File: src/logic/pluck_debounce.sv
`timescale 1ns/100ps

module pluck_debounce #(
	parameter int DEBOUNCE_CYCLES = 16
) (
	input  logic clk,
	input  logic trig_reset,
	input  logic trig,
	output logic pluck
);

	localparam int CNT_W = $clog2(DEBOUNCE_CYCLES + 1);

	logic [CNT_W-1:0] high_cnt;
	logic             armed;

	always_ff @(posedge clk)
	begin
		if (!trig_reset)
		begin
			high_cnt <= '0;
			armed    <= 1'b0;
			pluck    <= 1'b0;
		end
		else if (!trig)
		begin
			// A low level re-arms the detector for the next press.
			high_cnt <= '0;
			armed    <= 1'b1;
			pluck    <= 1'b0;
		end
		else
		begin
			if (high_cnt != CNT_W'(DEBOUNCE_CYCLES))
			begin
				high_cnt <= high_cnt + 1'b1;
			end
			pluck <= armed && (high_cnt == CNT_W'(DEBOUNCE_CYCLES - 1));
			if (high_cnt == CNT_W'(DEBOUNCE_CYCLES - 1))
			begin
				armed <= 1'b0;
			end
		end
	end

endmodule

File: config.mk
export PLATFORM = sky130hd
export DESIGN_NAME = pluck_debounce
export DESIGN_NICKNAME = d
export VERILOG_FILES = /design/src/logic/pluck_debounce.sv
export SDC_FILE = /design/constraint.sdc
export NUM_CORES = 1
export LEC_CHECK = 0
export BUFFER_PORTS_ARGS = -buffer_cell sky130_fd_sc_hd__buf_4
export CORE_AREA = 3 3 40 42
export DETAILED_ROUTE_END_ITERATION = 10
export DIE_AREA = 0 0 43 45
export PLACE_DENSITY = 0.54
export SLEW_MARGIN = 30
export SYNTH_ARGS = -nofsm -noshare
export SYNTH_HDL_FRONTEND = slang
export SYNTH_SLANG_ARGS = --single-unit
File: constraint.sdc
create_clock -name clk -period 2.5 [get_ports clk]
set_clock_uncertainty 0.1 [all_clocks]
set_input_delay 0.25 -clock clk [delete_from_list [all_inputs] [get_ports clk]]
set_output_delay 0.25 -clock clk [all_outputs]
set_load 0.005 [all_outputs]
==> flow_summary.toml <==
[timing]
maxSlewViolCount = 0
hold_viol = 0
min_period_ps = 1510
fin_crit_sh_pct = 60.3
setup_tns_ps = 0
slew_headroom_pct = 87.6
fmax_ghz = 0.664
setup_viol = 0
rsz0062_at_grt = "no"
setup_ws_ps = 993
worst_slew_pin_slew_ps = 185

[setup_path]
crit_required_ps = 2540
regToRegStartpoint = "high_cnt[0]$_SDFFE_PN0P_"
startpoint = "high_cnt[0]$_SDFFE_PN0P_"
startpoint_type = "register"
crit_slowest_cell = "dfxtp_1"
arrival_ps = 1540
worst_path_most_repeated_cell = "ha_1"
reg2reg_depth = 5
path_delay_family = "adder cells"
critPathBufInv = 1
critical_path_class = "register to register"
path_depth = 5
cp_cell_sequence = "ha_1, and3_2, ha_1, inv_1, o21ba_2"
worstSetupEndpointType = "register"
slowest_delay_ps = 350
path_max_fanout = 5

[floorplan]
core_area_um2 = 1280
io_pins = 4
floorplan.initialDensity_pct = 26.9
rows = 13
dieHeight_um = 45
die_x_um = 43
dieArea_um2 = 1940

[clock_tree]
cts_resized = 0
cts_buffers = 3
cts_buffer_depth = 2
cts_hold_buffers = 0
insertion_delay_ps = 250
cts.clk_slew.worst_paths_ps = 50
cts-root-buf = "clkbuf_4"
postCtsSetupRepairBufs = 0
h-tree-depth = 1
cts.sinks = 7
cts_tree = "yes"

[global_routing]
grt_antenna_before_repair = 0
grt_pass1_wl_um = 1100
grt_pass1_vias = 263
grt_max_degree = 9
grt-ovfl-total = 0
grt_use_total_pct = 8.50

[power_and_ir_drop]
power_frac_clock_pct = 43.9
switchingPower_mw = 0.0499
finalPower_mw = 0.231
p_leak_nw = 0.167
powerDensity_nw_per_um2 = 574
seqPwrFrac_pct = 50.6
pwr-share-comb_pct = 5.6
p_sw_share_pct = 21.6
p_int_mw = 0.181
vdd.ir_drop.worst_mv = 0.221

[yosys]
synth_enable_flop_cells = 0
syn_area_per_cell_um2 = 9.59
synth_top_family_by_area = "simple AND/OR/NAND/NOR gates"
yosysMostFrequentCell = "dfxtp_1"
async_flop_share_pct = 0
synth_area_leaders = "dfxtp_1, ha_1, mux2i_1"
yosysTopAreaCell = "dfxtp_1"
ys_seq_area_share_pct = 40.6
synth_cell_types = 16
synth_fa_ha_area_share_pct = 10.9
synthSimpleGateAreaFrac_pct = 25.0
synth.top_cell.area_share_pct = 40.6
yosysWarnings = 0
synth_area_um2 = 345
postSynthCellCount = 36
synthesis.nets = 42
synth-main-ff-cell = "dfxtp_1"
synth_common_cells = "dfxtp_1, nand3_1, inv_1"
synth_xor_area_share_pct = 2.54
synth_compound_area_share_pct = 5.07
muxShareOfSynthArea_pct = 8.70
ys_ff_latch = 7

[hold_path]
hold_class = "primary input to register"
hold_start = "trig"
worstHoldPathCells = 2

[detailed_routing]
wl_per_cell_um = 10.0
firstDrtPassIters = 2
finalWirelength_um = 562
first_iter_violations = 5
vias = 254
via_per_inst = 4.54
ant_nets = 0
remaining_drc_errors = 0

[placed_design]
dp_slack_ps = 1010
portBuffers = 3
dpl_cell_area_um2 = 377
gp_congestion = 0.686
hpwl_um = 423

[outcome]
outcome = "finished clean"

[cells_and_area]
design_area_um2 = 403
areaGrowthSynthToFinish_pct = 16.7
final_nets = 48
n_antenna_cell = 0
drive_gt1_share_pct = 22.0
fin_util_pct = 31.4

[job]
drv_cap = 0
[sequential cells by signal, indices dropped and copies added, names as in the netlist]
| signal | flops |
|---|---|
| high_cnt | 5 |
| armed | 1 |
| pluck | 1 |
[power groups by stage]
stage / sequential (mW) / combinational [mW] / clock [mW]
after CTS: 0.117 / 0.0130 / 0.104
after detailed placement: 0.119 / 0.0130 / 0
after global placement: 0.119 / 0.0126 / 0
after floorplan: 0.118 / 0.00979 / 0
after global routing: 0.117 / 0.0154 / 0.111
final: 0.117 / 0.0129 / 0.101
[per-layer routing]
metal | routed length, um | up-vias | global-route usage, %
li1 | - | 131 | -
met1 | 279 | 116 | 8.94
met2 | 243 | 5 | 11.4
met3 | 27 | 2 | 5.98
met4 | 12 | 0 | 7.23
met5 | 0 | - | 0
[area by class of cell]
cell class | instances | area [um2]
clock buffers | 4 | 26.3
multi-input cells | 23 | 180
repair buffers | 3 | 22.5
fillers | 142 | 882
inverters | 4 | 15.0
well taps | 15 | 18.8
flip-flops and latches | 7 | 140
[worst paths after layout]
check	endpoint	slack (ps)
setup reg to reg	high_cnt[4]$_SDFFE_PN0P_	990
setup / recovery	high_cnt[4]$_SDFFE_PN0P_	990
hold / removal	armed$_SDFFE_PN0P_	160
hold reg to reg	pluck$_SDFF_PN0_	320
[metrics by stage]
stage	instances	hold WS, ps
3_3_place_gp	52	320
3_5_place_dp	52	324
5_1_grt	56	173
2_1_floorplan	36	310
6_report	56	157
4_1_cts	56	153
[cells by family after synthesis]
logic type | count (synthesis)
simple gates | 14
mux | 3
flops | 7
buf+inv | 6
xor+xnor | 1
fa+ha+maj | 3
compound gates | 2
[cells in the final DEF (no fill, tap or decap), drive strengths merged]
master / Yosys / routed
nor3: 1 / 1
buf: 0 / 3
nand2b: 1 / 1
dfxtp: 7 / 7
inv: 4 / 4
and3: 1 / 1
nand3b: 2 / 2
and4bb: 1 / 1
nand2: 2 / 2
nand3: 5 / 5
a21boi: 1 / 1
xnor2: 1 / 1
nor2: 1 / 1
o21ba: 1 / 1
ha: 3 / 3
mux2i: 3 / 3
clkbuf: 2 / 4
(Power assumes the default switching activity.)
