`config.mk`:
```
export PLATFORM = sky130hd
export DESIGN_NAME = voice_mixer
export DESIGN_NICKNAME = d
export VERILOG_FILES = /design/src/logic/pluck_pkg.sv /design/src/logic/voice_mixer.sv
export SDC_FILE = /design/constraint.sdc
export NUM_CORES = 1
export LEC_CHECK = 0
export ABC_AREA = 1
export BUFFER_PORTS_ARGS = -buffer_cell sky130_fd_sc_hd__clkbuf_2
export CORE_MARGIN = 2
export CORE_UTILIZATION = 54
export CTS_CLUSTER_DIAMETER = 50
export DETAILED_ROUTE_END_ITERATION = 6
export PLACE_DENSITY = 0.93
export SYNTH_ARGS = -nofsm -noshare
export SYNTH_HDL_FRONTEND = slang
export SYNTH_SLANG_ARGS = --single-unit
```
`constraint.sdc`:
```
create_clock -name clk -period 4.6 [get_ports clk]
set_input_delay 0.92 -clock clk [delete_from_list [all_inputs] [get_ports clk]]
set_output_delay 0.92 -clock clk [all_outputs]
set_load 0.05 [all_outputs]
```
`src/logic/pluck_pkg.sv`:
```
package pluck_pkg;

	// Width of one audio sample in the delay lines.
	localparam int SAMPLE_W = 16;

	// Two voices share the delay RAM.
	localparam int NUM_VOICES = 2;

	// Each voice owns a region of MAX_LEN words.
	localparam int MAX_LEN = 256;

	// Shorter strings are stretched to this length.
	localparam int MIN_LEN = 4;

	// Galois feedback mask of the 16-bit noise generator.
	localparam logic [15:0] LFSR_TAPS = 16'hB400;

	typedef logic signed [SAMPLE_W-1:0] sample_t;

	// One guard bit so the sum of two voices cannot overflow.
	typedef logic signed [SAMPLE_W:0] mix_t;

	// Covers NUM_VOICES * MAX_LEN = 512 words.
	typedef logic [8:0] ram_addr_t;

	typedef logic [7:0] len_t;

endpackage
```
`src/logic/voice_mixer.sv`:
```
`timescale 1ns/100ps

module voice_mixer (
	input  logic               clk,
	input  logic               trig_reset,
	input  pluck_pkg::sample_t sample_0,
	input  logic               sample_valid_0,
	input  pluck_pkg::sample_t sample_1,
	input  logic               sample_valid_1,
	input  logic               out_ready,
	output logic               sample_ready_0,
	output logic               sample_ready_1,
	output pluck_pkg::mix_t    mix,
	output logic               out_valid
);

	localparam int MSB = pluck_pkg::SAMPLE_W - 1;

	logic accept;

	// Both voices are taken together, so they never drift apart by a sample.
	assign accept = sample_valid_0 && sample_valid_1 && (!out_valid || out_ready);

	assign sample_ready_0 = accept;
	assign sample_ready_1 = accept;

	always_ff @(posedge clk)
	begin
		if (accept)
		begin
			mix <= {sample_0[MSB], sample_0} + {sample_1[MSB], sample_1};
		end
	end

	always_ff @(posedge clk)
	begin
		if (!trig_reset)
		begin
			out_valid <= 1'b0;
		end
		else if (accept)
		begin
			out_valid <= 1'b1;
		end
		else if (out_ready)
		begin
			out_valid <= 1'b0;
		end
	end

endmodule

```
==> results.sh <==
export IMPL_clkTransAtPathRegs_ns=0.09
export IMPL_timing_fmax_ghz=0.3781
export IMPL_crit_top_cell="clkbuf_2"
export IMPL_status="completed"
export IMPL_cts_resized=0
export IMPL_post_route_period_util_pct=57.49
export IMPL_r2r_start="out_valid"
export IMPL_grt_start_max_net_pins=21
export IMPL_io_pins=57
export IMPL_n_antenna_cell=0
export IMPL_r2r_cells=4
export IMPL_syn_avg_cell_area_sq_um=7.176
export IMPL_syn_area_sq_um=1572
export IMPL_ys_warn_count=0
export IMPL_power_leakage_nw=1.134
export IMPL_rows=19
export IMPL_core_sq_um=2758
export IMPL_layout_common_cells="nand2_1 (84), clkbuf_2 (56), inv_1 (40), edfxtp_1 (17), ha_1 (16)"
export IMPL_start_kind="input port"
export IMPL_ir_drop_v=0.0002498
export IMPL_cp_depth=5
export IMPL_critical_path_top_delay_family="buffers and inverters"
export IMPL_gp_congestion=0.8379
export IMPL_critPathMaxStageDelay_ns=0.32
export IMPL_antenna_left=0
export IMPL_slew_viol_final=0
export IMPL_fillCellCount=244
export IMPL_hp_class="flop to flop"
export IMPL_required_ns=3.68
export IMPL_clk_latency_ns=0.28
export IMPL_drtIter0Drc=52
export IMPL_critPathLaunch="sample_valid_0"
export IMPL_wl_per_cell_microns=9.284
export IMPL_die_area_sq_um=3358
export IMPL_ys_ff_latch=18
export IMPL_min_path_cells=3
export IMPL_final_common_cell="nand2_1"
export IMPL_start_util_pct=56.99
export IMPL_layout_min_cycle_time_ns=2.644
export IMPL_grt_pass1_wl_microns=4940
export IMPL_path_buf_inv=3
export IMPL_vias_per_cell=4.845
export IMPL_clockRootBuffer="clkbuf_4"
export IMPL_hold_viol_final=0
export IMPL_antenna_found_initial=0
export IMPL_path_cells="clkbuf_2 > nand2_1 > nor2_1 > buf_4 > clkbuf_2"
export IMPL_die_x_microns=57.95
export IMPL_fin_setup_tns_ns=0
export IMPL_dp_hpwl_microns=2563
export IMPL_vias=1502
export IMPL_syn_nets=273
export IMPL_yosysUniqueCellTypes=18
export IMPL_cap_violations=0
export IMPL_wirelength_microns=2878
export IMPL_post_cts_buffers=0
export IMPL_io_buffers=56
export IMPL_slew_headroom_pct=81.54
export IMPL_cts_sinks=18
export IMPL_cp_max_fo=20
export IMPL_cts_htree_levels=1
export IMPL_cp_arrival_ns=1.72
export IMPL_syn_inst=219
export IMPL_cts_hold_fix_buffers=0
export IMPL_p_total_mw=0.4805
export IMPL_setup_viol=0
export IMPL_clock_path_buffers=2
export IMPL_grt_util_all_layers_pct=18.49
export IMPL_layout_drive_gt1_share_pct=28.32
export IMPL_rr_endpoint="mix[10]"
export IMPL_critPathSlowestCell="clkbuf_2"
export IMPL_powerDensity_nw_per_um2=250.7
export IMPL_route_detailed_drc=0
export IMPL_tritoncts="yes"
export IMPL_worst_pin_slew_ns=0.2781
export IMPL_setup_worst_path_end_class="primary output"
export IMPL_die_h_microns=57.95
export IMPL_overflow=0
export IMPL_first_pass_iters=4
export IMPL_finClkSkew_ns=0.005897
export IMPL_area_delta_synth_final_pct=21.97
export IMPL_setup_worst_path_end="sample_ready_1"
export IMPL_rrSetupSlack_ns=3.54
export IMPL_grt_pass1_vias=1254
export IMPL_ys_seq_area_share_pct=33.76
export IMPL_worst_setup_path_type="input port to primary output"
export IMPL_rsz0062_at_grt="false"
export IMPL_final_nets=334
export IMPL_cts_buffers=3
[flip-flops by register name, indices dropped and copies added (netlist names)]
name	count
out_valid	1
mix	17
[final cells by class]
type,count,area [sq um],area share [%]
repair buffers,57,287.8,15.01
clock inverters,1,3.754,0.1958
clock buffers,3,22.52,1.175
inverters,44,165.2,8.616
flip-flops and latches,18,530.5,27.68
well taps,31,38.79,2.023
multi-input cells,156,868.3,45.30
[cell families (layout without fill, tap and decap cells)]
logic type                 after synthesis  after routing  share of synthesized area (%)
DFF                                     18             18                          33.76
adders and majority gates               17             17                          14.01
buffers and inverters                   45            105                          10.99
AOI/OAI and AO/OA                        9              9                          3.026
and+or+nand+nor                        123            123                          34.32
xor gates and xnor gates                 7              7                          3.901
[where the power goes]
part / switching [mW] / internal (mW)
logic: 0.138 / 0.0670
registers: 0.00262 / 0.199
clock network: 0.0427 / 0.0314
[worst min path at each step]
stage | from | endpoint | slack [ns]
finish | out_valid | out_valid | 0.62
global route | out_valid | out_valid | 0.67
CTS | out_valid | out_valid | 0.63
detailed placement | out_valid | out_valid | 0.62
global placement | out_valid | out_valid | 0.59
floorplan | out_valid | out_valid | 0.82
[metal layers]
layer,share of wire (%),routed length [microns],global-route usage (%)
met5,0,0,0
met4,0,0,6.977
met3,6.6,189,0.8929
met2,49,1396,32.31
met1,45,1293,24.25
[synth_stat cells]
cell type  number  area, sq um
o21a_1          1        7.510
nand3_1        10        50.05
xor2_1          5        43.79
xnor2_1         2        17.52
inv_2           4        15.01
nand3b_1        2        15.01
nor2_1         10        37.54
inv_1          40        150.1
fa_1            1        20.02
buf_4           1        7.510
nand2_1        84        315.3
dfxtp_1         1        20.02
nor3_2          4        40.04
or2_1           2        12.51
edfxtp_1       17        510.5
ha_1           16        200.2
a21oi_1         8        40.04
nand2_2        11        68.82
[worst register-to-register path: cells and delay by family, from the launching register on]
| kind | cells | cell delay, ns |
|---|---|---|
| flip-flops | 1 | 0.32 |
| buffers and inverters | 2 | 0.31 |
| AND/OR/NAND/NOR | 2 | 0.13 |
[metrics by stage]
stage | instance area (sq um) | utilization, % | setup WS (ns) | cells | hold WS, ns
finish | 1917 | 69.51 | 1.956 | 310 | 0.6201
global route | 1917 | 69.51 | 1.876 | 310 | 0.6672
CTS | 1917 | 69.51 | 1.937 | 310 | 0.6297
detailed placement | 1891 | 68.56 | 1.937 | 306 | 0.6158
global placement | 1891 | 68.56 | 1.966 | 306 | 0.5916
floorplan | 1572 | - | 0.8949 | 219 | 0.8195
(Power assumes the default switching activity.)
