**src/logic/pluck_pkg.sv**
```systemverilog
package pluck_pkg;

	// Width of one audio sample in the delay lines.
	localparam int SAMPLE_W = 16;

	// Two voices share the delay RAM.
	localparam int NUM_VOICES = 2;

	// Each voice owns a region of MAX_LEN words.
	localparam int MAX_LEN = 256;

	// Shorter strings are stretched to this length.
	localparam int MIN_LEN = 4;

	// Galois feedback mask of the 16-bit noise generator.
	localparam logic [15:0] LFSR_TAPS = 16'hB400;

	typedef logic signed [SAMPLE_W-1:0] sample_t;

	// One guard bit so the sum of two voices cannot overflow.
	typedef logic signed [SAMPLE_W:0] mix_t;

	// Covers NUM_VOICES * MAX_LEN = 512 words.
	typedef logic [8:0] ram_addr_t;

	typedef logic [7:0] len_t;

endpackage
```
**src/logic/mem_port_if.sv**
```systemverilog
`timescale 1ns/100ps

// Request channel from one voice into the shared delay RAM.
interface mem_port_if;

	logic                 req_valid;
	logic                 req_ready;
	logic                 we;
	pluck_pkg::ram_addr_t addr;
	pluck_pkg::sample_t   wdata;
	pluck_pkg::sample_t   rdata;
	logic                 rdata_valid;

	modport voice (
		output req_valid,
		output we,
		output addr,
		output wdata,
		input  req_ready,
		input  rdata,
		input  rdata_valid
	);

	modport arbiter (
		input  req_valid,
		input  we,
		input  addr,
		input  wdata,
		output req_ready,
		output rdata,
		output rdata_valid
	);

endinterface

```
**src/logic/delay_ram_arbiter.sv**
```systemverilog
`timescale 1ns/100ps

module delay_ram_arbiter (
	input  logic                 clk,
	input  logic                 trig_reset,
	input  pluck_pkg::sample_t   ram_rdata,
	output logic                 ram_en,
	output logic                 ram_we,
	output pluck_pkg::ram_addr_t ram_addr,
	output pluck_pkg::sample_t   ram_wdata,
	mem_port_if.arbiter          port_0,
	mem_port_if.arbiter          port_1
);

	logic grant_0;
	logic grant_1;
	logic last_grant_1;
	logic rd_pend_0;
	logic rd_pend_1;

	// Voice 0 wins a tie only if voice 1 had the last grant.
	assign grant_0 = port_0.req_valid && (!port_1.req_valid || last_grant_1);
	assign grant_1 = port_1.req_valid && !grant_0;

	assign port_0.req_ready = grant_0;
	assign port_1.req_ready = grant_1;

	assign ram_en    = grant_0 || grant_1;
	assign ram_we    = (grant_0 && port_0.we) || (grant_1 && port_1.we);
	assign ram_addr  = grant_1 ? port_1.addr : port_0.addr;
	assign ram_wdata = grant_1 ? port_1.wdata : port_0.wdata;

	// Both voices see the RAM output, only the owner of the read sees it as valid.
	assign port_0.rdata       = ram_rdata;
	assign port_1.rdata       = ram_rdata;
	assign port_0.rdata_valid = rd_pend_0;
	assign port_1.rdata_valid = rd_pend_1;

	always_ff @(posedge clk)
	begin
		if (!trig_reset)
		begin
			last_grant_1 <= 1'b0;
			rd_pend_0    <= 1'b0;
			rd_pend_1    <= 1'b0;
		end
		else
		begin
			rd_pend_0 <= grant_0 && !port_0.we;
			rd_pend_1 <= grant_1 && !port_1.we;
			if (grant_0)
			begin
				last_grant_1 <= 1'b0;
			end
			else if (grant_1)
			begin
				last_grant_1 <= 1'b1;
			end
		end
	end

endmodule

```
**src/flat_wrapper.sv**
```systemverilog
// flat-port wrapper written by rule: the top's interface ports become plain ports
module delay_ram_arbiter_flat 
  (clk, trig_reset, ram_rdata, ram_en, ram_we, ram_addr, ram_wdata, port_0_req_valid, port_0_we, port_0_addr, port_0_wdata, port_0_req_ready, port_0_rdata, port_0_rdata_valid, port_1_req_valid, port_1_we, port_1_addr, port_1_wdata, port_1_req_ready, port_1_rdata, port_1_rdata_valid);
  mem_port_if port_0_i ();
  mem_port_if port_1_i ();
  input  logic clk;
  input  logic trig_reset;
  input  pluck_pkg::sample_t ram_rdata;
  output logic ram_en;
  output logic ram_we;
  output pluck_pkg::ram_addr_t ram_addr;
  output pluck_pkg::sample_t ram_wdata;
  input wire logic [$bits(port_0_i.req_valid)-1:0] port_0_req_valid;
  input wire logic [$bits(port_0_i.we)-1:0] port_0_we;
  input wire logic [$bits(port_0_i.addr)-1:0] port_0_addr;
  input wire logic [$bits(port_0_i.wdata)-1:0] port_0_wdata;
  output wire logic [$bits(port_0_i.req_ready)-1:0] port_0_req_ready;
  output wire logic [$bits(port_0_i.rdata)-1:0] port_0_rdata;
  output wire logic [$bits(port_0_i.rdata_valid)-1:0] port_0_rdata_valid;
  input wire logic [$bits(port_1_i.req_valid)-1:0] port_1_req_valid;
  input wire logic [$bits(port_1_i.we)-1:0] port_1_we;
  input wire logic [$bits(port_1_i.addr)-1:0] port_1_addr;
  input wire logic [$bits(port_1_i.wdata)-1:0] port_1_wdata;
  output wire logic [$bits(port_1_i.req_ready)-1:0] port_1_req_ready;
  output wire logic [$bits(port_1_i.rdata)-1:0] port_1_rdata;
  output wire logic [$bits(port_1_i.rdata_valid)-1:0] port_1_rdata_valid;
  assign port_0_i.req_valid = port_0_req_valid;
  assign port_0_i.we = port_0_we;
  assign port_0_i.addr = port_0_addr;
  assign port_0_i.wdata = port_0_wdata;
  assign port_0_req_ready = port_0_i.req_ready;
  assign port_0_rdata = port_0_i.rdata;
  assign port_0_rdata_valid = port_0_i.rdata_valid;
  assign port_1_i.req_valid = port_1_req_valid;
  assign port_1_i.we = port_1_we;
  assign port_1_i.addr = port_1_addr;
  assign port_1_i.wdata = port_1_wdata;
  assign port_1_req_ready = port_1_i.req_ready;
  assign port_1_rdata = port_1_i.rdata;
  assign port_1_rdata_valid = port_1_i.rdata_valid;
  delay_ram_arbiter u_core (.clk(clk), .trig_reset(trig_reset), .ram_rdata(ram_rdata), .ram_en(ram_en), .ram_we(ram_we), .ram_addr(ram_addr), .ram_wdata(ram_wdata), .port_0(port_0_i), .port_1(port_1_i));
endmodule
```
**config.mk**
```make
export PLATFORM = sky130hd
export DESIGN_NAME = delay_ram_arbiter_flat
export DESIGN_NICKNAME = d
export VERILOG_FILES = /design/src/logic/pluck_pkg.sv /design/src/logic/mem_port_if.sv /design/src/logic/delay_ram_arbiter.sv /design/src/flat_wrapper.sv
export SDC_FILE = /design/constraint.sdc
export NUM_CORES = 1
export LEC_CHECK = 0
export BUFFER_PORTS_ARGS = -buffer_cell sky130_fd_sc_hd__buf_4
export CORE_MARGIN = 2
export CORE_UTILIZATION = 29
export DETAILED_ROUTE_END_ITERATION = 10
export HOLD_SLACK_MARGIN = 0.05
export PLACE_DENSITY_LB_ADDON = 0.2
export SLEW_MARGIN = 5
export SYNTH_ARGS = -nofsm -noshare
export SYNTH_HDL_FRONTEND = slang
export SYNTH_SLANG_ARGS = --single-unit
export TNS_END_PERCENT = 50
```
**constraint.sdc**
```tcl
create_clock -name clk -period 2.3 [get_ports clk]
set_input_delay 0.23 -clock clk [delete_from_list [all_inputs] [get_ports clk]]
set_output_delay 0.23 -clock clk [all_outputs]
set_load 0.02 [all_outputs]
```
==> reports/metrics.cfg <==
[pwr]
clkPwrFrac_pct = 20.9
pwr-share-seq_pct = 13.0
power_switching_share_pct = 33.3
power_density_nw_per_um2 = 364
totalPowerFinal_uw = 441
combPwrFrac_pct = 66.1
p_sw_uw = 147
vdd_ir_drop_max_mv = 0.165
p_int_uw = 294
power_leakage_uw = 0.000666

[global_route]
antenna_found_initial = 0
grt_usage_pct = 13.6
grt_start_max_net_pins = 12
grt_pass1_vias = 762
grt_pass1_wl_um = 3340
grt_overflow_total = 0

[final_layout]
utilization_pct = 48.3
drive_above_1_share_pct = 93.0
multiInputGateArea_um2 = 424
area_growth_pct = 57.3
fin_cells = 159
layout.nets = 202
antenna_cells = 0
num-fill-cells = 248
seq_area_um2 = 60.1

[critical_path]
r2r_setup_slack_ns = 1.11
cp.arrival_ns = 1.67
end_kind = output port
required_ns = 2.07
reg2reg_from = u_core.last_grant_1
crit_type = register to output port
cp_max_fo = 11
r2r-end = u_core.port_1.rdata_valid
startpoint_type = register
ff2ff_path_depth = 3

[clocking]
ctsResizeCount = 0
cts.clk_slew.worst_paths_ns = 0.04
post-cts-setup-buffer-count = 0
cts_htree_levels = 1
cts_hold_buf = 0
numCtsBuffers = 3
cts-root-buf = clkbuf_4
clock_latency_ns = 0.23
clock_sinks = 3
cts_tree = built
cts_buffer_depth = 2

[routing]
route.met2.wl_um = 1240
drt_first_iter_violations = 8
antenna_left = 0
firstDrtPassIters = 4
wl_met1_um = 609
totalWireLength_um = 2160
routed_via_density = 4.40
vias = 700
top_layer_used = met4
post_drt_wl_per_cell_um = 13.6
drc = 0
wl_met3_um = 232

[placed_design]
dp_hpwl_um = 1930
io_buffers = 86
place_ws_ns = 0.601
gp_congestion = 0.685
dp_cells = 155

[yosys]
synth_commonest_cells = buf_4, mux2_4, mux2_2, dfxtp_1, buf_12
yosysSeqAreaShare_pct = 7.82
synthTopCellsByArea = mux2_4, buf_4, mux2_2, dfxtp_1, buf_12
synth_top_cell_by_area = mux2_4
synth-main-ff-cell = dfxtp_1
synth.most_common_cell = buf_4
synth_cell_types = 15
synthCells = 72
yosys_register_bits = 3
avgSynthCellArea_um2 = 10.7
synth_top_area_share_pct = 33.2
synth_edf_count = 0
syn_nets = 144
synthArstFlopShare_pct = 0
synth_area_um2 = 768
yosys_warnings = 0

[min_path]
hp-start = port_0_req_valid
hold_end = u_core.last_grant_1
hold_depth = 2
min_path_type = input pin to register

[die]
start_util_pct = 30.7
die_height_um = 55.5
fp-row-count = 18
die_area_um2 = 3080
die_x_um = 55.5
io_pins = 135
coreArea_um2 = 2500

[timing]
setup_violations = 0
slew_viol_final = 0
slew_headroom_pct = 76.2
rsz0062_at_grt = no
tns_ns = 0
layout_setup_ws_ns = 0.396
timing.final.crit_share_pct = 82.8
skew_ns = 0.000145
max_freq_mhz = 525
fin_crit_ns = 1.90
finalHoldViolCount = 0
worst_slew_pin_slew_ns = 0.356

[outcome]
status = completed

[flow_run]
maxCapViolCount = 0

[logic make-up after synthesis]
kind of cell    share of synthesized area, %
flops                                   7.82
buf+inv                                 37.9
mux                                     45.0
compound gates                          4.07
simple gates                            5.21
[state kept, by name (all words and copies together) (netlist names)]
name,flops
u_core.last_grant_1,1
u_core.port_0.rdata_valid,1
u_core.port_1.rdata_valid,1
[per-layer routing]
metal | global-route usage [%] | up-vias
li1 | - | 331
met1 | 11.3 | 309
met2 | 25.9 | 49
met3 | 4.92 | 11
met4 | 10.1 | 0
met5 | 0 | -
[power by group through the flow]
| stage | Sequential [µW] | Combinational, µW | Clock (µW) |
|---|---|---|---|
| floorplan | 59.0 | 236 | 0 |
| global route | 57.7 | 307 | 103 |
| finish | 57.4 | 291 | 92.0 |
| CTS | 57.3 | 295 | 97.9 |
| global placement | 58.0 | 292 | 0 |
| detailed placement | 58.0 | 295 | 0 |
[worst max-delay path, stage by stage (launching register included)]
cell,delay (ns)
dfxtp_1,0.34
a21boi_4,0.34
buf_4,0.28
mux2_4,0.32
buf_4,0.16
[layout by cell type, fill, tap and decap left out, drive strengths merged]
cell type	netlist	layout
buf	35	88
mux2	25	25
clkbuf	0	4
dfxtp	3	3
a21boi	1	1
nand2b	1	1
and2	1	1
or2	1	1
a32o	1	1
o21ai	1	1
a21oi	1	1
and3b	1	1
and4b	1	1
[metrics by stage]
step                      cell area, µm²  hold WS, ns
after floorplan                      768        0.323
after global placement              1180        0.460
after detailed placement            1180        0.460
after CTS                           1210        0.222
after global routing                1210        0.240
final                               1210        0.230
[worst max path at each step]
stage,start,to,depth (start not counted)
5_1_grt,u_core.last_grant_1,ram_addr[4],4
3_3_place_gp,port_0_req_valid,ram_wdata[14],5
2_1_floorplan,u_core.last_grant_1,ram_addr[1],4
6_report,u_core.last_grant_1,ram_addr[0],4
4_1_cts,u_core.last_grant_1,ram_addr[7],4
3_5_place_dp,port_0_req_valid,ram_addr[7],5
[final cells by class]
cell class / count / area share [%]
Timing Repair Buffer: 88 / 54.7
Multi-Input combinational cell: 34 / 35.1
Sequential cell: 3 / 4.97
Tap cell: 30 / 3.11
Clock buffer: 4 / 2.17
No activity file was read; power rests on OpenSTA's default activity.
