==> config.mk <==
export PLATFORM = sky130hd
export DESIGN_NAME = string_voice_flat
export DESIGN_NICKNAME = d
export VERILOG_FILES = /design/src/logic/pluck_pkg.sv /design/src/logic/mem_port_if.sv /design/src/logic/string_voice.sv /design/src/flat_wrapper.sv
export SDC_FILE = /design/constraint.sdc
export NUM_CORES = 1
export LEC_CHECK = 0
export BUFFER_PORTS_ARGS = -buffer_cell sky130_fd_sc_hd__buf_2
export CORE_ASPECT_RATIO = 0.6
export CORE_MARGIN = 1
export CORE_UTILIZATION = 52
export DETAILED_ROUTE_END_ITERATION = 8
export GPL_TIMING_DRIVEN = 0
export PLACE_DENSITY = 0.83
export SYNTH_ARGS = -nofsm -noshare
export SYNTH_HDL_FRONTEND = slang
export SYNTH_SLANG_ARGS = --single-unit
==> constraint.sdc <==
create_clock -name clk -period 2.5 [get_ports clk]
set_clock_uncertainty 0.15 [all_clocks]
set_input_delay 0.125 -clock clk [delete_from_list [all_inputs] [get_ports clk]]
set_output_delay 0.125 -clock clk [all_outputs]
set_load 0.05 [all_outputs]
==> src/logic/pluck_pkg.sv <==
package pluck_pkg;

	// Width of one audio sample in the delay lines.
	localparam int SAMPLE_W = 16;

	// Two voices share the delay RAM.
	localparam int NUM_VOICES = 2;

	// Each voice owns a region of MAX_LEN words.
	localparam int MAX_LEN = 256;

	// Shorter strings are stretched to this length.
	localparam int MIN_LEN = 4;

	// Galois feedback mask of the 16-bit noise generator.
	localparam logic [15:0] LFSR_TAPS = 16'hB400;

	typedef logic signed [SAMPLE_W-1:0] sample_t;

	// One guard bit so the sum of two voices cannot overflow.
	typedef logic signed [SAMPLE_W:0] mix_t;

	// Covers NUM_VOICES * MAX_LEN = 512 words.
	typedef logic [8:0] ram_addr_t;

	typedef logic [7:0] len_t;

endpackage
==> src/logic/mem_port_if.sv <==
`timescale 1ns/100ps

// Request channel from one voice into the shared delay RAM.
interface mem_port_if;

	logic                 req_valid;
	logic                 req_ready;
	logic                 we;
	pluck_pkg::ram_addr_t addr;
	pluck_pkg::sample_t   wdata;
	pluck_pkg::sample_t   rdata;
	logic                 rdata_valid;

	modport voice (
		output req_valid,
		output we,
		output addr,
		output wdata,
		input  req_ready,
		input  rdata,
		input  rdata_valid
	);

	modport arbiter (
		input  req_valid,
		input  we,
		input  addr,
		input  wdata,
		output req_ready,
		output rdata,
		output rdata_valid
	);

endinterface

==> src/logic/string_voice.sv <==
`timescale 1ns/100ps

module string_voice #(
	parameter pluck_pkg::ram_addr_t VOICE_BASE = '0,
	parameter logic [15:0]          NOISE_SEED = 16'hACE1
) (
	input  logic               clk,
	input  logic               trig_reset,
	input  logic               pluck,
	input  pluck_pkg::len_t    length,
	input  logic               sample_ready,
	output pluck_pkg::sample_t sample,
	output logic               sample_valid,
	mem_port_if.voice          mem
);

	typedef enum logic [2:0] {
		st_idle,
		st_read,
		st_wait,
		st_write,
		st_present
	} state_t;

	state_t             state;
	logic [15:0]        lfsr;
	logic [15:0]        lfsr_next;
	pluck_pkg::len_t    pos;
	pluck_pkg::len_t    len_q;
	pluck_pkg::len_t    load_cnt;
	pluck_pkg::len_t    pend_len;
	pluck_pkg::len_t    len_clamped;
	pluck_pkg::sample_t last;
	pluck_pkg::sample_t w_next;
	logic signed [16:0] avg_sum;
	logic               pend;
	logic               active;

	assign len_clamped = (length < pluck_pkg::len_t'(pluck_pkg::MIN_LEN)) ?
		pluck_pkg::len_t'(pluck_pkg::MIN_LEN) : length;

	assign lfsr_next = {1'b0, lfsr[15:1]} ^ (lfsr[0] ? pluck_pkg::LFSR_TAPS : 16'h0000);

	// The average is formed on 17 bits so the sum of two extremes keeps its sign.
	always_comb
	begin
		avg_sum = mem.rdata + last;
		if (load_cnt != '0)
		begin
			w_next = lfsr;
		end
		else
		begin
			w_next = avg_sum[16:1];
		end
	end

	// Reads and writes of a step go to the same word of this voice's region.
	assign mem.req_valid = (state == st_read) || (state == st_write);
	assign mem.we        = (state == st_write);
	assign mem.addr      = VOICE_BASE + pluck_pkg::ram_addr_t'(pos);
	assign mem.wdata     = sample;

	always_ff @(posedge clk)
	begin
		if (!trig_reset)
		begin
			state        <= st_idle;
			sample_valid <= 1'b0;
			lfsr         <= NOISE_SEED;
			pos          <= '0;
			load_cnt     <= '0;
			pend         <= 1'b0;
			active       <= 1'b0;
		end
		else
		begin
			case (state)
				st_idle:
				begin
					// A pending pluck restarts the string at this step start.
					if (pend)
					begin
						pend     <= 1'b0;
						pos      <= '0;
						last     <= '0;
						len_q    <= pend_len;
						load_cnt <= pend_len;
						active   <= 1'b1;
						state    <= st_read;
					end
					else if (active)
					begin
						state <= st_read;
					end
					else
					begin
						sample       <= '0;
						sample_valid <= 1'b1;
						state        <= st_present;
					end
				end
				st_read:
				begin
					if (mem.req_ready)
					begin
						state <= st_wait;
					end
				end
				st_wait:
				begin
					if (mem.rdata_valid)
					begin
						sample <= w_next;
						if (load_cnt != '0)
						begin
							lfsr     <= lfsr_next;
							load_cnt <= load_cnt - 1'b1;
						end
						state <= st_write;
					end
				end
				st_write:
				begin
					if (mem.req_ready)
					begin
						last         <= sample;
						pos          <= (pos == len_q - 1'b1) ? '0 : pos + 1'b1;
						sample_valid <= 1'b1;
						state        <= st_present;
					end
				end
				default:
				begin
					if (sample_ready)
					begin
						sample_valid <= 1'b0;
						state        <= st_idle;
					end
				end
			endcase

			// A new pluck wins over the clear in st_idle and applies at the next step.
			if (pluck)
			begin
				pend     <= 1'b1;
				pend_len <= len_clamped;
			end
		end
	end

endmodule

==> src/flat_wrapper.sv <==
// flat-port wrapper written by rule: the top's interface ports become plain ports
module string_voice_flat 
#(
	parameter pluck_pkg::ram_addr_t VOICE_BASE = '0,
	parameter logic [15:0]          NOISE_SEED = 16'hACE1
)
  (clk, trig_reset, pluck, length, sample_ready, sample, sample_valid, mem_req_valid, mem_we, mem_addr, mem_wdata, mem_req_ready, mem_rdata, mem_rdata_valid);
  mem_port_if mem_i ();
  input  logic clk;
  input  logic trig_reset;
  input  logic pluck;
  input  pluck_pkg::len_t length;
  input  logic sample_ready;
  output pluck_pkg::sample_t sample;
  output logic sample_valid;
  output wire logic [$bits(mem_i.req_valid)-1:0] mem_req_valid;
  output wire logic [$bits(mem_i.we)-1:0] mem_we;
  output wire logic [$bits(mem_i.addr)-1:0] mem_addr;
  output wire logic [$bits(mem_i.wdata)-1:0] mem_wdata;
  input wire logic [$bits(mem_i.req_ready)-1:0] mem_req_ready;
  input wire logic [$bits(mem_i.rdata)-1:0] mem_rdata;
  input wire logic [$bits(mem_i.rdata_valid)-1:0] mem_rdata_valid;
  assign mem_req_valid = mem_i.req_valid;
  assign mem_we = mem_i.we;
  assign mem_addr = mem_i.addr;
  assign mem_wdata = mem_i.wdata;
  assign mem_i.req_ready = mem_req_ready;
  assign mem_i.rdata = mem_rdata;
  assign mem_i.rdata_valid = mem_rdata_valid;
  string_voice #(.VOICE_BASE(VOICE_BASE), .NOISE_SEED(NOISE_SEED)) u_core (.clk(clk), .trig_reset(trig_reset), .pluck(pluck), .length(length), .sample_ready(sample_ready), .sample(sample), .sample_valid(sample_valid), .mem(mem_i));
endmodule
==> results by group <==
Status
  • Status: finished, violations left
  • Failing checks: design-rule violations

Logic synthesis
  • Cell accounting for the most synthesized area: edfxtp_1
  • Post-synth EDFFs: 48
  • #FFs+latches synth: 86
  • Top FF cell, synth: edfxtp_1
  • Post-synthesis area per instance: between 9 and 10 µm²
  • Synthesized instance count: roughly 510
  • Syn. warnings: 0
  • Mapped Nets: between 500 and 600
  • Largest cells by area after synthesis: edfxtp_1 (30%), dfxtp_1 (16%), nand2_1 (5.3%)
  • Synthesized area: between 4000 and 5000 µm²
  • Synth top cells by count: nand2_1 (68), edfxtp_1 (48), a21oi_1 (41)
  • Netlist cell types: 64
  • Top-count cell post-synth: nand2_1
  • Share of flip-flops with an asynchronous set or reset: 0%
  • Seq/Total Area, Yosys: a little under half
  • Post-synth top area share: between 30% and 40%

STA
  • Final Slew Violations: 0
  • Slew margin rel.: between 30% and 40%
  • Crit path time final: approximately 2.5 ns
  • Final period util: between 90% and 100%
  • Measured slew at the worst slew-check pin: a little under 1 ns
  • Final hold vios: 0
  • Max Fclk: 400 MHz
  • Final setup fails: 0

Cells and area
  • Ant diodes: 0
  • Non-Filler Instances: around 730
  • Final instance area: between 5000 and 6000 µm²
  • Final #Nets: 658
  • Fraction of layout cells with a size suffix above 1: approximately a quarter
  • Area added between synthesis and finish: 22.4%

Die
  • I/O pin total: 74
  • Die Y: ~76 µm
  • Die area: 9580 µm²
  • Starting density of the core: 54.8%
  • Row cnt: 26
  • Die X: roughly 130 µm
  • Core ar.: between 8000 and 9000 µm²

Power
  • Leak: between 2 and 2.5 nW
  • Worst IR Drop VDD: about 0.00044 V
  • Power Density: a little under 900 nW/µm²

Global routing
  • Initial antenna violation count: 0
  • First-pass GRT wire length: between 15 and 20 mm
  • Largest net degree at the start of global routing: 17
  • Vias in the first global route: 3925
  • Total GRT Usage: roughly a quarter
  • GRT overflow: 0

Clock network
  • Worst skew pair latency: roughly 0.34 ns
  • Clock Tree Buf Depth: 2
  • Clock Pin Slew Worst Setup and Hold Paths: about 0.060 ns
  • H-tree lvl count: 3
  • CTS Root Cell: clkbuf_16
  • CTS Sinks: 86
  • Total CTS buffers: 9
  • CTS tree: done

Setup path
  • Arr. time, crit path: 2.44 ns
  • Crit. End Element: flip-flop
  • Reg-to-Reg Start: u_core.last[0]
  • CP Launch Type: flip-flop
  • Worst Setup SP: u_core.last[0]
  • CP max FO: 3
  • CP Class: reg2reg
  • Req. time, crit path: around 2.4 ns

Hold path
  • Hold Path Class: in2reg
  • Worst Min Path Start: mem_rdata_valid

Routing
  • Number of remaining DRC errors: 6
  • Via Count: 4286
  • DRT Pass-1 Iters: 9
  • WL per Instance: between 15 and 20 µm
  • Antenna-violating nets left: 0
  • Iteration-0 DRC Markers: about 520
  • Post-Route WL: 12.3 mm
  • DR vias/cell: ~6

Placement
  • GP Congestion: 0.943
  • DP HPWL: around 8.6 mm
  • Area after DPL: around 5300 µm²
  • Port Buffer Count: a little over 70
  • Post-Place Cells: just under 700

Flow run
  • Max-cap violation count: 0
[critical path, stage by stage (launching register included)]
cell and delay, ns:
edfxtp_1 0.39, and2_1 0.17, fa_2 0.38, a21oi_4 0.17, o211ai_1 0.23, buf_4 0.21, a31oi_1 0.23, xnor2_1 0.12
a22o_1 0.20
[logic make-up (layout without fill, tap and decap cells)]
| logic type | Yosys count | in the layout | share of synthesized area, % |
|---|---|---|---|
| AND/OR/NAND/NOR | 199 | 199 | 21.0 |
| AO/OA/AOI/OAI | 114 | 114 | 15.8 |
| flip-flops | 86 | 86 | 46.1 |
| buffers and inverters | 59 | 165 | 6.34 |
| XOR/XNOR | 29 | 29 | 5.32 |
| adder cells (fa/ha/maj) | 19 | 19 | 5.14 |
| other | 1 | 1 | 0.0786 |
| multiplexers | 1 | 1 | 0.210 |
[state kept, by name, summed over array words and instances (netlist names)]
| signal | cells |
|---|---|
| u_core.pos | 8 |
| u_core.load_cnt | 8 |
| u_core.sample_valid | 1 |
| u_core.lfsr | 16 |
| u_core.pend_len | 8 |
| u_core.pend | 1 |
| u_core.last | 16 |
| u_core.active | 1 |
| u_core.mem.wdata | 16 |
| u_core.len_q | 8 |
| u_core.state | 3 |
[path summary, 6_finish.rpt]
check,to,slack (ns),cells past startpoint
max reg2reg,u_core.mem.wdata[7],0.0005,8
max,u_core.mem.wdata[7],0.0005,8
min reg2reg,u_core.len_q[5],0.31,0
min,u_core.lfsr[3],0.07,4
[stage by stage]
step	hold slack [ns]	util (%)	total power [mW]	TNS (ns)	worst slack (ns)
after global placement	0.244	60.5	3.74	-6.65	-0.235
after CTS	0.0614	65.6	5.14	-0.0126	-0.0126
after floorplan	0.116	-	3.34	0	0.219
final	0.0704	67.0	5.22	0	0.000461
after global routing	0.0957	67.0	5.47	-0.184	-0.0609
after detailed placement	0.249	60.7	3.82	-4.15	-0.227
[final cells by class]
type,instances,area (µm²)
fillers,669,2880
multi-input cells,363,2390
flip-flops and latches,86,2200
repair buffers,90,529
plain buffers,46,254
clock buffers,14,244
well taps,112,140
inverters,13,48.8
clock inverters,2,33.8
[routing by layer]
layer	wire [µm]	vias to the layer above	GRT usage, %
met5	0	-	0
li1	-	2003	-
met4	231	0	8.41
met3	1100	30	7.51
met1	5580	2043	36.9
met2	5390	210	39.6
[power by group]
group          switching, mW  internal, mW  total (mW)  leakage [nW]
clock network          0.512         0.773        1.29         0.133
logic                   1.44         0.655        2.09          1.50
registers              0.131          1.71        1.84         0.761
total                   2.08          3.14        5.22          2.39
[placed cells by master (no fill, tap or decap), drive strengths merged, types with 2 or more instances in the layout]
master       instances
a211oi               7
a21o                 3
a21oi               42
a22o                 5
a2bb2oi              2
a31oi                3
and2                 8
and3                19
buf                107
clkbuf              31
dfxtp               38
dlygate4sd3         12
edfxtp              48
ha                  18
inv                 13
nand2               68
nand2b               8
nand3               14
nand4                5
nor2                39
nor2b                6
nor3                14
nor3b                2
nor4                 5
o211ai               7
o21a                 4
o21ai               19
o21bai               4
o31ai                3
o41ai                2
or2                  4
or3                  4
xnor2               20
xor2                 9
[timing repair]
item                                    in CTS  in global routing
endpoints found under the setup margin      22                 31
buffers inserted                             0                  5
pin swaps                                    0                  7
endpoints found under the hold margin       14                  0
resized for setup                            7                 16
gates cloned                                 0                  0
hold buffers                                12                  0
(Power assumes the default switching activity.)
